$ cat config.mk
export PLATFORM = sky130hd
export DESIGN_NAME = fsmc_bridge_top
export DESIGN_NICKNAME = d
export VERILOG_FILES = /design/src/rtl/fsmc_pkg.sv /design/src/rtl/fsmc_slave.sv /design/src/rtl/wb_bus_master.sv /design/src/rtl/wb_region_decoder.sv /design/src/rtl/wb_reg_file.sv /design/src/rtl/wb_word_fifo.sv /design/src/rtl/fsmc_bridge_top.sv
export SDC_FILE = /design/constraint.sdc
export NUM_CORES = 1
export LEC_CHECK = 0
export ABC_AREA = 1
export BUFFER_PORTS_ARGS = -buffer_cell sky130_fd_sc_hd__buf_2
export CAP_MARGIN = 30
export CORE_UTILIZATION = 50
export DETAILED_ROUTE_END_ITERATION = 16
export PLACE_DENSITY = 0.72
export SLEW_MARGIN = 5
export SYNTH_ARGS = -nofsm -noshare
export SYNTH_HDL_FRONTEND = slang
export SYNTH_SLANG_ARGS = --single-unit
$ cat constraint.sdc
create_clock -name clk -period 5.1 [get_ports clk]
set_input_delay 1.02 -clock clk [delete_from_list [all_inputs] [get_ports clk]]
set_output_delay 1.02 -clock clk [all_outputs]
set_load 0.01 [all_outputs]
$ cat src/rtl/fsmc_pkg.sv
// ==================================================
// shared widths, region codes and bus structs
// fsmc slave fsm state encoding
// ==================================================
package fsmc_pkg;

    // ==================================================
    // plain vector types
    // ==================================================
    typedef logic [15:0] ad_t;
    typedef logic [15:0] wb_addr_t;
    typedef logic [15:0] wb_data_t;
    typedef logic [3:0]  region_t;
    // 0 .. FIFO_DEPTH, needs the extra bit
    typedef logic [3:0]  fifo_count_t;

    // region select from adr[15:12]
    localparam region_t  REGION_REGS       = 4'd0;
    localparam region_t  REGION_FIFO       = 4'd1;
    localparam int       REG_COUNT         = 8;
    localparam int       FIFO_DEPTH        = 8;
    // word offsets inside the fifo region
    localparam int       FIFO_DATA_OFFSET  = 0;
    localparam int       FIFO_COUNT_OFFSET = 1;
    localparam wb_data_t UNMAPPED_DATA     = 16'hdead;

    // ==================================================
    // structs
    // ==================================================
    // host strobes, all active low
    typedef struct packed {
        logic nadv;
        logic nwe;
        logic noe;
    } fsmc_pins_t;

    typedef struct packed {
        logic     we;
        wb_addr_t adr;
        wb_data_t dat;
    } fsmc_cmd_t;

    typedef struct packed {
        logic     cyc;
        logic     stb;
        logic     we;
        wb_addr_t adr;
        wb_data_t dat;
    } wb_req_t;

    typedef struct packed {
        logic     ack;
        wb_data_t dat;
    } wb_rsp_t;

    typedef enum logic [2:0] {
        IDLE,
        ADDR_HELD,
        WRITE_BUSY,
        READ_BUSY,
        READ_DRIVE
    } slave_state_t;

endpackage

$ cat src/rtl/fsmc_slave.sv
// ==================================================
// fsmc pin synchronizer and edge detect
// transaction fsm, address/data latches, nwait
// ==================================================
module fsmc_slave (
    input  logic                 clk,
    input  logic                 reset_n,
    input  fsmc_pkg::fsmc_pins_t pins,
    input  fsmc_pkg::ad_t        ad_in,
    output fsmc_pkg::ad_t        ad_out,
    output logic                 ad_oe,
    output logic                 nwait,
    output logic                 cmd_valid,
    output fsmc_pkg::fsmc_cmd_t  cmd,
    input  logic                 cmd_done,
    input  fsmc_pkg::wb_data_t   rd_data
);
    import fsmc_pkg::*;

    // ==================================================
    // strobe synchronizer and edge history
    // ==================================================
    fsmc_pins_t sync1_q;
    fsmc_pins_t sync2_q;
    // one more stage, edges come from sync2 vs hist
    fsmc_pins_t hist_q;

    logic nadv_rise;
    logic nwe_rise;
    logic noe_fall;
    logic noe_rise;

    always_ff @(posedge clk or negedge reset_n) begin
        if (!reset_n) begin
            // strobes idle high
            sync1_q <= '1;
            sync2_q <= '1;
            hist_q  <= '1;
        end else begin
            sync1_q <= pins;
            sync2_q <= sync1_q;
            hist_q  <= sync2_q;
        end
    end

    assign nadv_rise = sync2_q.nadv && !hist_q.nadv;
    assign nwe_rise  = sync2_q.nwe && !hist_q.nwe;
    assign noe_fall  = !sync2_q.noe && hist_q.noe;
    assign noe_rise  = sync2_q.noe && !hist_q.noe;

    // ==================================================
    // transaction fsm
    // ==================================================
    slave_state_t state_q;
    slave_state_t state_d;

    logic addr_latch;
    logic wr_launch;
    logic rd_launch;
    logic rd_return;

    // new address phase allowed while nothing is in flight
    assign addr_latch = nadv_rise && (state_q == IDLE || state_q == ADDR_HELD);
    assign wr_launch  = nwe_rise && (state_q == ADDR_HELD);
    assign rd_launch  = noe_fall && (state_q == ADDR_HELD);
    assign rd_return  = cmd_done && (state_q == READ_BUSY);

    always_comb begin
        state_d = state_q;
        case (state_q)
            IDLE: begin
                if (addr_latch) begin
                    state_d = ADDR_HELD;
                end
            end
            ADDR_HELD: begin
                if (wr_launch) begin
                    state_d = WRITE_BUSY;
                end else if (rd_launch) begin
                    state_d = READ_BUSY;
                end
            end
            WRITE_BUSY: begin
                if (cmd_done) begin
                    state_d = IDLE;
                end
            end
            READ_BUSY: begin
                if (rd_return) begin
                    state_d = READ_DRIVE;
                end
            end
            READ_DRIVE: begin
                // host ends the read by raising noe
                if (noe_rise) begin
                    state_d = IDLE;
                end
            end
            default: begin
                state_d = IDLE;
            end
        endcase
    end

    // control outputs, all registered
    always_ff @(posedge clk or negedge reset_n) begin
        if (!reset_n) begin
            state_q   <= IDLE;
            cmd_valid <= 1'b0;
            nwait     <= 1'b1;
            ad_oe     <= 1'b0;
        end else begin
            state_q   <= state_d;
            // single cycle launch pulse
            cmd_valid <= wr_launch || rd_launch;
            if (wr_launch || rd_launch) begin
                nwait <= 1'b0;
            end else if (cmd_done) begin
                nwait <= 1'b1;
            end
            if (rd_return) begin
                ad_oe <= 1'b1;
            end else if (state_q == READ_DRIVE && noe_rise) begin
                ad_oe <= 1'b0;
            end
        end
    end

    // ==================================================
    // address, write data and read data latches
    // ==================================================
    always_ff @(posedge clk) begin
        if (addr_latch) begin
            cmd.adr <= ad_in;
        end
        if (wr_launch) begin
            cmd.we  <= 1'b1;
            cmd.dat <= ad_in;
        end else if (rd_launch) begin
            cmd.we  <= 1'b0;
        end
        // read word held on the pads for the whole noe window
        if (rd_return) begin
            ad_out <= rd_data;
        end
    end

endmodule

$ cat src/rtl/wb_bus_master.sv
// ==================================================
// single wishbone classic cycle per fsmc command
// ==================================================
module wb_bus_master (
    input  logic                clk,
    input  logic                reset_n,
    input  logic                cmd_valid,
    input  fsmc_pkg::fsmc_cmd_t cmd,
    output logic                cmd_done,
    output fsmc_pkg::wb_data_t  rd_data,
    output fsmc_pkg::wb_req_t   wb_req,
    input  fsmc_pkg::wb_rsp_t   wb_rsp
);
    import fsmc_pkg::*;

    // cyc and stb move together in a classic single cycle
    logic      cyc_q;
    fsmc_cmd_t req_q;
    logic      done_ack;

    assign done_ack = cyc_q && wb_rsp.ack;

    always_ff @(posedge clk or negedge reset_n) begin
        if (!reset_n) begin
            cyc_q    <= 1'b0;
            cmd_done <= 1'b0;
        end else begin
            cmd_done <= done_ack;
            if (done_ack) begin
                // drop in the cycle after ack
                cyc_q <= 1'b0;
            end else if (cmd_valid && !cyc_q) begin
                cyc_q <= 1'b1;
            end
        end
    end

    // request fields stay frozen until ack
    always_ff @(posedge clk) begin
        if (cmd_valid && !cyc_q) begin
            req_q <= cmd;
        end
        if (done_ack && !req_q.we) begin
            rd_data <= wb_rsp.dat;
        end
    end

    assign wb_req = '{
        cyc: cyc_q,
        stb: cyc_q,
        we:  req_q.we,
        adr: req_q.adr,
        dat: req_q.dat
    };

endmodule

$ cat src/rtl/wb_region_decoder.sv
// ==================================================
// region decode on adr[15:12], stb gating
// response mux and unmapped-region ack
// ==================================================
module wb_region_decoder (
    input  logic              clk,
    input  logic              reset_n,
    input  fsmc_pkg::wb_req_t wb_req,
    output fsmc_pkg::wb_rsp_t wb_rsp,
    output fsmc_pkg::wb_req_t regs_req,
    output fsmc_pkg::wb_req_t fifo_req,
    input  fsmc_pkg::wb_rsp_t regs_rsp,
    input  fsmc_pkg::wb_rsp_t fifo_rsp
);
    import fsmc_pkg::*;

    region_t region;
    logic    sel_regs;
    logic    sel_fifo;
    logic    sel_none;
    logic    none_ack_q;

    assign region   = wb_req.adr[15:12];
    assign sel_regs = (region == REGION_REGS);
    assign sel_fifo = (region == REGION_FIFO);
    assign sel_none = !sel_regs && !sel_fifo;

    // stb only reaches the selected slave
    always_comb begin
        regs_req     = wb_req;
        fifo_req     = wb_req;
        regs_req.stb = wb_req.stb && sel_regs;
        fifo_req.stb = wb_req.stb && sel_fifo;
    end

    // unmapped: answer locally, one cycle after stb
    always_ff @(posedge clk or negedge reset_n) begin
        if (!reset_n) begin
            none_ack_q <= 1'b0;
        end else begin
            none_ack_q <= wb_req.cyc && wb_req.stb && sel_none && !none_ack_q;
        end
    end

    always_comb begin
        if (sel_regs) begin
            wb_rsp = regs_rsp;
        end else if (sel_fifo) begin
            wb_rsp = fifo_rsp;
        end else begin
            wb_rsp = '{ack: none_ack_q, dat: UNMAPPED_DATA};
        end
    end

endmodule

$ cat src/rtl/wb_reg_file.sv
// ==================================================
// wishbone slave, eight 16-bit r/w registers
// ==================================================
module wb_reg_file (
    input  logic              clk,
    input  logic              reset_n,
    input  fsmc_pkg::wb_req_t wb_req,
    output fsmc_pkg::wb_rsp_t wb_rsp
);
    import fsmc_pkg::*;

    localparam int IDX_W = $clog2(REG_COUNT);

    wb_data_t         regs_q [REG_COUNT];
    wb_data_t         dat_q;
    logic             ack_q;
    logic             access;
    logic [IDX_W-1:0] idx;

    // accept once per stb, ack falls with the next cycle
    assign access = wb_req.cyc && wb_req.stb && !ack_q;
    assign idx    = wb_req.adr[IDX_W-1:0];

    always_ff @(posedge clk or negedge reset_n) begin
        if (!reset_n) begin
            ack_q <= 1'b0;
            for (int i = 0; i < REG_COUNT; i++) begin
                regs_q[i] <= '0;
            end
        end else begin
            ack_q <= access;
            if (access && wb_req.we) begin
                regs_q[idx] <= wb_req.dat;
            end
        end
    end

    // read word registered alongside ack
    always_ff @(posedge clk) begin
        if (access && !wb_req.we) begin
            dat_q <= regs_q[idx];
        end
    end

    assign wb_rsp = '{ack: ack_q, dat: dat_q};

endmodule

$ cat src/rtl/wb_word_fifo.sv
// ==================================================
// wishbone slave word fifo
// data port push/pop plus fill-level register
// ==================================================
module wb_word_fifo (
    input  logic              clk,
    input  logic              reset_n,
    input  fsmc_pkg::wb_req_t wb_req,
    output fsmc_pkg::wb_rsp_t wb_rsp
);
    import fsmc_pkg::*;

    localparam int PTR_W = $clog2(FIFO_DEPTH);

    wb_data_t    mem_q [FIFO_DEPTH];
    logic [PTR_W-1:0] wr_ptr_q;
    logic [PTR_W-1:0] rd_ptr_q;
    fifo_count_t count_q;
    logic        ack_q;
    wb_data_t    dat_q;

    logic        access;
    logic        at_data;
    logic        at_count;
    logic        full;
    logic        empty;
    logic        push;
    logic        pop;
    wb_data_t    rd_word;

    assign access   = wb_req.cyc && wb_req.stb && !ack_q;
    assign at_data  = (wb_req.adr[11:0] == 12'(FIFO_DATA_OFFSET));
    assign at_count = (wb_req.adr[11:0] == 12'(FIFO_COUNT_OFFSET));
    assign full     = (count_q == fifo_count_t'(FIFO_DEPTH));
    assign empty    = (count_q == '0);
    // overflow drops the word, underflow reads zero
    assign push     = access && wb_req.we && at_data && !full;
    assign pop      = access && !wb_req.we && at_data && !empty;

    always_comb begin
        rd_word = '0;
        if (at_data && !empty) begin
            rd_word = mem_q[rd_ptr_q];
        end else if (at_count) begin
            rd_word = wb_data_t'(count_q);
        end
    end

    // ==================================================
    // pointers, level and ack
    // ==================================================
    always_ff @(posedge clk or negedge reset_n) begin
        if (!reset_n) begin
            wr_ptr_q <= '0;
            rd_ptr_q <= '0;
            count_q  <= '0;
            ack_q    <= 1'b0;
        end else begin
            ack_q <= access;
            if (push) begin
                wr_ptr_q <= wr_ptr_q + 1'b1;
                count_q  <= count_q + 1'b1;
            end else if (pop) begin
                rd_ptr_q <= rd_ptr_q + 1'b1;
                count_q  <= count_q - 1'b1;
            end
        end
    end

    // storage and read word
    always_ff @(posedge clk) begin
        if (push) begin
            mem_q[wr_ptr_q] <= wb_req.dat;
        end
        if (access && !wb_req.we) begin
            dat_q <= rd_word;
        end
    end

    assign wb_rsp = '{ack: ack_q, dat: dat_q};

endmodule

$ cat src/rtl/fsmc_bridge_top.sv
// ==================================================
// fsmc to wishbone bridge top level
// ==================================================
module fsmc_bridge_top (
    input  logic                 clk,
    input  logic                 reset_n,
    input  fsmc_pkg::fsmc_pins_t pins,
    input  fsmc_pkg::ad_t        ad_in,
    output fsmc_pkg::ad_t        ad_out,
    output logic                 ad_oe,
    output logic                 nwait
);
    import fsmc_pkg::*;

    // slave to master command path
    logic      cmd_valid;
    fsmc_cmd_t cmd;
    logic      cmd_done;
    wb_data_t  rd_data;

    // wishbone fabric
    wb_req_t   wb_req;
    wb_rsp_t   wb_rsp;
    wb_req_t   regs_req;
    wb_rsp_t   regs_rsp;
    wb_req_t   fifo_req;
    wb_rsp_t   fifo_rsp;

    fsmc_slave u_fsmc_slave (
        .clk       (clk),
        .reset_n   (reset_n),
        .pins      (pins),
        .ad_in     (ad_in),
        .ad_out    (ad_out),
        .ad_oe     (ad_oe),
        .nwait     (nwait),
        .cmd_valid (cmd_valid),
        .cmd       (cmd),
        .cmd_done  (cmd_done),
        .rd_data   (rd_data)
    );

    wb_bus_master u_wb_bus_master (
        .clk       (clk),
        .reset_n   (reset_n),
        .cmd_valid (cmd_valid),
        .cmd       (cmd),
        .cmd_done  (cmd_done),
        .rd_data   (rd_data),
        .wb_req    (wb_req),
        .wb_rsp    (wb_rsp)
    );

    wb_region_decoder u_wb_region_decoder (
        .clk      (clk),
        .reset_n  (reset_n),
        .wb_req   (wb_req),
        .wb_rsp   (wb_rsp),
        .regs_req (regs_req),
        .fifo_req (fifo_req),
        .regs_rsp (regs_rsp),
        .fifo_rsp (fifo_rsp)
    );

    // region 0
    wb_reg_file u_wb_reg_file (
        .clk     (clk),
        .reset_n (reset_n),
        .wb_req  (regs_req),
        .wb_rsp  (regs_rsp)
    );

    // region 1
    wb_word_fifo u_wb_word_fifo (
        .clk     (clk),
        .reset_n (reset_n),
        .wb_req  (fifo_req),
        .wb_rsp  (fifo_rsp)
    );

endmodule

Word level (Yosys, flattened, before mapping)
Memory sizes are Yosys's and may differ from the RTL's.
Index checks and enable logic that the tools add are counted.

cells by class
  add/sub/neg operators = 4
  magnitude comparators = 2
  equality and inequality tests = 12
  muxes and demuxes = 27
  bitwise operators = 2
  reduce and logical (&&, ||, !) cells = 56

operators by type and width
  operator                                                     number
  bitwise mux 128 bit                                          1
  2-to-1 mux 16 bit                                            4
  binary-select mux 16 bit (select 3 bit)                      1
  demux 16 bit (select 3 bit)                                  1
  2-to-1 mux 17 bit                                            2
  logical AND 1 bit                                            31
  2-to-1 mux 3 bit                                             6
  case mux 3 bit (5 select lines)                              1
  zero test 1 bit                                              13
  equality test 12 x 1 -> 1 bit (second input constant)        1
  zero test 12 bit                                             1
  2-to-1 mux 4 bit                                             3
  zero test 4 bit                                              2
  2-to-1 mux 1 bit                                             8
  inequality test 2 x 1 -> 1 bit (second input constant)       4
  nonzero test 2 bit                                           4
  adder 3 x 1 -> 3 bit (second input constant)                 2
  equality test 3 x 2 -> 1 bit (second input constant)         2
  AND reduction 5 bit                                          1
  adder 4 x 1 -> 4 bit (second input constant)                 1
  equality test 4 x 1 -> 1 bit (second input constant)         1
  equality test 4 bit (second input constant)                  1
  >= comparator 4 bit (second input constant)                  1
  less-than comparator 4 x 1 -> 1 bit (second input constant)  1
  other kinds (9)                                              10

storage, ports and cells
  flip-flop bits (word level) = 288
  bits in writable memories = 128
  input bits = 21
  output and inout port bits = 18
  logic and storage cells = 143
  memories = 1

memory list
  name                  depth  width  rd ports  clocked after memory_dff  write ports  RTL line            source
  u_wb_word_fifo.mem_q  8      16     1         0                         1            wb_word_fifo.sv:15  wb_data_t mem_q [FIFO_DEPTH];

Logic depth before layout (Yosys ltp)
  depth after elaboration = 9
  mapped depth = 17
  depth with buffers taken out = 16

Modules after synthesis
A second synthesis with hierarchy kept.

unflattened totals
  cells, all modules = 1,784
  area total of the unflattened synthesis = 17,874.6 um^2

modules (own cells, without submodules)
  module             instances  cells an instance  area each (um^2)  sequential area each (um^2)
  wb_reg_file        1          964                7,033.0           3,708.6
  wb_word_fifo       1          510                6,282.3           4,599.4
  fsmc_slave         1          109                2,040.7           1,849.3
  wb_bus_master      1          62                 1,572.8           1,521.5
  wb_region_decoder  1          139                945.9             25.0

Least setup slack after synthesis
Ideal clock, no wire load.

  path kind = register to register
  from = register u_wb_bus_master.req_q, in the netlist u_wb_bus_master.wb_req[31]
  to = register u_wb_word_fifo.count_q[0]
  arrival time = 2,787 ps
  required time = 5,021 ps
  setup slack = 2,233 ps
  stages on the path, launching flop included = 7
  buffers on the path = 0
  path through = edfxtp_1 nor2_1 nand3_1 nor3_1 nand2_1 nand2_1 xor2_1

between the ends
  longest elaborated chain between the ends = 8
  elaborated cells between the ends (all ways) = 12

RTL lines
  what                                                           RTL line                                source
  from (decl)                                                    wb_bus_master.sv:18                     fsmc_cmd_t req_q;
  from (signal assigned)                                         wb_bus_master.sv:41                     req_q <= cmd;
  equality test 4 x 1 -> 1 bit (*)                               wb_region_decoder.sv:25                 assign sel_fifo = (region == REGION_FIFO);
  logical AND 1 bit (*)                                          wb_region_decoder.sv:33                 fifo_req.stb = wb_req.stb && sel_fifo;
  logical AND 1 bit (*) (2 in series)                            wb_word_fifo.sv:31                      assign access = wb_req.cyc && wb_req.stb && !ack_q;
  logical AND 1 bit (on tied branches) (3 in series)             wb_word_fifo.sv:37, wb_word_fifo.sv:38
  2-to-1 mux 4 bit / nonzero test 2 bit (equally long branches)  --
  to (signal assigned)                                           wb_word_fifo.sv:62                      count_q <= count_q + 1'b1;
  to (signal assigned)                                           wb_word_fifo.sv:65                      count_q <= count_q - 1'b1;
  to (decl)                                                      wb_word_fifo.sv:18                      fifo_count_t count_q;

Every way passes the cells marked *; elsewhere a longest branch is shown, timed or not.
A chain may end at the register's enable or synchronous reset.

Final worst setup path
  from = register u_wb_bus_master.req_q, in the netlist u_wb_bus_master.wb_req[29]
  to = register u_wb_reg_file.regs_q[121] in the netlist's numbering

between the ends
  longest elaborated chain between the ends = 5

RTL lines
  what                             RTL line                 source
  zero test 4 bit                  wb_region_decoder.sv:24  assign sel_regs = (region == REGION_REGS);
  logical AND 1 bit                wb_region_decoder.sv:32  regs_req.stb = wb_req.stb && sel_regs;
  logical AND 1 bit (2 in series)  wb_reg_file.sv:21        assign access = wb_req.cyc && wb_req.stb && !ack_q;
  logical AND 1 bit                wb_reg_file.sv:32        if (access && wb_req.we) begin
  to (signal, indexed assignment)  wb_reg_file.sv:33        regs_q[idx] <= wb_req.dat;
  to (decl)                        wb_reg_file.sv:14        wb_data_t regs_q [REG_COUNT];

Every way passes these cells.

==> results by group <==
Outcome
  – Status: finished, final reports clean

Critical path
  – CP max stage delay: approximately 0.57 ns
  – Crit-path cells: nor2_1, nand3_1, or2_2, nor3_4, nand2_1, buf_8, nand2_1, o21ai_0
  – Critical Path RT: 5.49 ns
  – Worst EP arrival: 3.40 ns
  – CP Buf/Inv Count: 1
  – Worst Path Class, Setup: reg2reg
  – CP delay by family, top: simple AND/OR/NAND/NOR gates
  – Crit. End Element: flop
  – Worst-path fanout max: 17
  – Crit path top cell by count: nand2_1
  – CP startpoint kind: flop
  – Critical path's slowest cell: or2_2

Power and ir drop
  – Leakage power: 7.05 nW
  – PwrDens: 414 nW/µm²
  – Pint: about 5.7 mW
  – Clock share of power: 38.7%
  – Switching power: 1.75 mW
  – Net Sw Frac: a little under a quarter
  – Combinational share of power: approximately 6.7%
  – Pwr Total: approximately 7.5 mW
  – IR Drop Worst-Case VDD: approximately 0.35 mV
  – Sequential share of power: 54.6%

Yosys
  – FF+latch count, synth: 416
  – Synth Area in Adders: less than 1%
  – EDFF count, synth: between 200 and 300
  – Largest family of logic cells by synthesized area: simple AND/OR/NAND/NOR gates
  – Post-Synth XOR/XNOR Area: less than 1%
  – Synthesis Warnings: 0
  – Simple-gate area share of the yosys netlist: 11.2%
  – Async S/R FF share, synth: a little under two fifths
  – Compound-Gate Fraction of Synth Area: 10.9%
  – Post-Synthesis Cells: 1,308
  – Register area share after synthesis: about three quarters
  – Mux cell area share after synthesis: 0%
  – Synth Net Count: 1,334
  – Avg Cell Area, Syn: 12.1 µm²
  – Distinct cells, synth: 39
  – Top_reg_cell synth: edfxtp_1
  – Netlist Area Pre-Place: 15,800 µm²

Final layout
  – Design area: ~18,000 µm²
  – Most frequent cells in the layout: 257 x edfxtp_1, 249 x nand2_1, 208 x o21ai_0, 147 x dfrtp_1, 143 x nor2_1
  – Commonest non-fill, non-tap cell in the layout: edfxtp_1
  – Layout overhead on the synthesized area: 13.5%
  – Core Util, Final: 58.2%
  – Final #Nets: approximately 1,400
  – Share of layout cells above drive strength 1: 10.4%
  – Final std cells w/o fill: ~1,800
  – N_diodes: 0

Route
  – First-pass DRT Iterations: 6
  – Antenna viol nets, final: 0
  – WL per Instance: 19.7 µm
  – DR vias: a little over 10,000
  – Drt drc: 0
  – Iteration-0 DRC Markers: approximately 1,100
  – Mean number of vias per cell: 5.68
  – DRT Wirelength: 35,200 µm

Die
  – I/O pin count: 39
  – Num rows: 64
  – Core box area: just over 30,000 µm²
  – Die Y: 180 µm
  – Initial core utilization: 51.3%
  – DIE AREA: 32,400 µm²
  – Die W: between 150 and 200 µm

Clocking
  – PostCTS Resize Cnt: 0
  – CTS clk-pin slew, worst paths: roughly 0.060 ns
  – Hold_buf cts: 0
  – Root buffer cell: clkbuf_16
  – CTS Buffer Depth: 3
  – Post-CTS Setup Inserts: 0
  – Worst-skew pair later-pin latency: 0.53 ns
  – # clock sinks: 416
  – CTS tree: yes
  – Max H-tree Level: 2
  – CTS Buf Count: 42

Place
  – Setup WS pre-CTS: 2.18 ns
  – Post-Place Cells: 1,712
  – Placed inst area: about 17,000 µm²
  – Port bufs: 38
  – Gpl congestion: 0.835
  – Dpl hpwl: 22,000 µm

Timing
  – Worst Skew: 0.0116 ns
  – Hold WS: 0.263 ns
  – Max-slew violation count: 0
  – Final worst setup slack: 2.09 ns
  – RSZ-0062 raised after global routing: no
  – Fin crit share: 59.0%
  – Max-slew headroom: 32.0%
  – Worst-margin pin slew: 1.02 ns
  – Final setup violation count: 0
  – Final worst path period need: 3.01 ns
  – Fmax: 0.332 GHz
  – Setup_tns: 0 ns
  – Final hold viol count: 0

Worst hold path
  – Worst hold path class: in2async

GRT
  – Vias in the first global route: 9,802
  – Total GRT Usage: 22.2%
  – GRT overflow: 0
  – Initial antenna violation count: 1
  – First-pass GRT wire length: 55,000 µm
  – Largest net degree at the start of global routing: 99

Job
  – Max_cap viols: 0
-- routing by layer --
| metal | GRT usage [%] | part of all wire (%) | routed length, µm | up-vias |
|---|---|---|---|---|
| met5 | 0 | 0.037 | 13 | - |
| met4 | 8.38 | 3.3 | 1180 | 2 |
| met3 | 3.90 | 6.9 | 2430 | 77 |
| met2 | 36.1 | 48 | 16900 | 384 |
| met1 | 30.1 | 42 | 14700 | 5012 |
| li1 | - | - | - | 4693 |
-- power groups by stage --
| stage | sequential, mW | combinational (mW) | clock (mW) |
|---|---|---|---|
| 2_1_floorplan | 4.07 | 0.308 | 0 |
| 3_3_place_gp | 4.12 | 0.474 | 0 |
| 3_5_place_dp | 4.13 | 0.499 | 0 |
| 4_1_cts | 4.07 | 0.502 | 2.93 |
| 5_1_grt | 4.09 | 0.566 | 3.05 |
| 6_report | 4.07 | 0.501 | 2.88 |
-- synthesized netlist by cell type, drive strengths merged, types with 5 or more instances --
master	count	area, µm²
clkinv	7	26.3
nand2	249	935
o211ai	5	37.5
inv	66	248
dfstp	10	263
a21oi	11	55.1
dfrtp	148	3700
o22ai	11	68.8
nand4	8	50.1
o221ai	5	43.8
clkbuf	38	143
xor2	5	43.8
a22o	11	96.3
edfxtp	257	7720
buf	20	104
a22oi	10	75.1
nor3	9	61.3
a32o	5	50.1
nor2	144	541
a221oi	10	87.6
o21ai	221	1110
and3	5	31.3
a31oi	12	75.1
nand3	26	130
-- final timing paths --
check,start,endpoint,slack (ns),cells past startpoint
max in group asynchronous,reset_n,u_fsmc_slave.nwait,3.71,3
setup / recovery,u_wb_bus_master.wb_req[29],u_wb_reg_file.regs_q[121],2.09,8
hold reg to reg,u_fsmc_slave.sync1_q[2],u_fsmc_slave.sync2_q[2],0.35,0
hold / removal,reset_n,u_wb_reg_file.regs_q[74],0.26,1
min in group clk,u_fsmc_slave.sync1_q[2],u_fsmc_slave.sync2_q[2],0.35,0
setup reg to reg,u_wb_bus_master.wb_req[29],u_wb_reg_file.regs_q[121],2.09,8
-- worst register-to-register path: cells and delay by family, from the launching register on --
kind	cells	cell delay, ns
AOI/OAI and AO/OA	1	0.09
buffers and inverters	1	0.34
DFF	1	0.40
and+or+nand+nor	6	2.04
-- cell type report --
type / count / area, µm²
fillers: 2444 / 12900
clock inverters: 17 / 114
clock buffers: 60 / 1180
well taps: 396 / 495
repair buffers: 67 / 569
flip-flops and latches: 416 / 11700
inverters: 73 / 274
multi-input cells: 761 / 3640
-- state kept, by name, indices dropped and copies added (netlist names), 4 cells and up --
| register | cells |
|---|---|
| u_wb_word_fifo.mem_q | 128 |
| u_wb_word_fifo.dat_q | 16 |
| u_wb_word_fifo.count_q | 4 |
| u_wb_reg_file.dat_q | 16 |
| u_fsmc_slave.cmd | 33 |
| u_wb_reg_file.regs_q | 128 |
| u_wb_bus_master.rd_data | 16 |
| u_wb_bus_master.wb_req | 33 |
| u_fsmc_slave.ad_out | 16 |
-- logic make-up after synthesis --
group,Yosys count
AOI/OAI and AO/OA,306
adders and majority gates,5
and+or+nand+nor,445
DFF,416
xor gates and xnor gates,5
buffers and inverters,131
No activity file was read; power rests on OpenSTA's default activity.
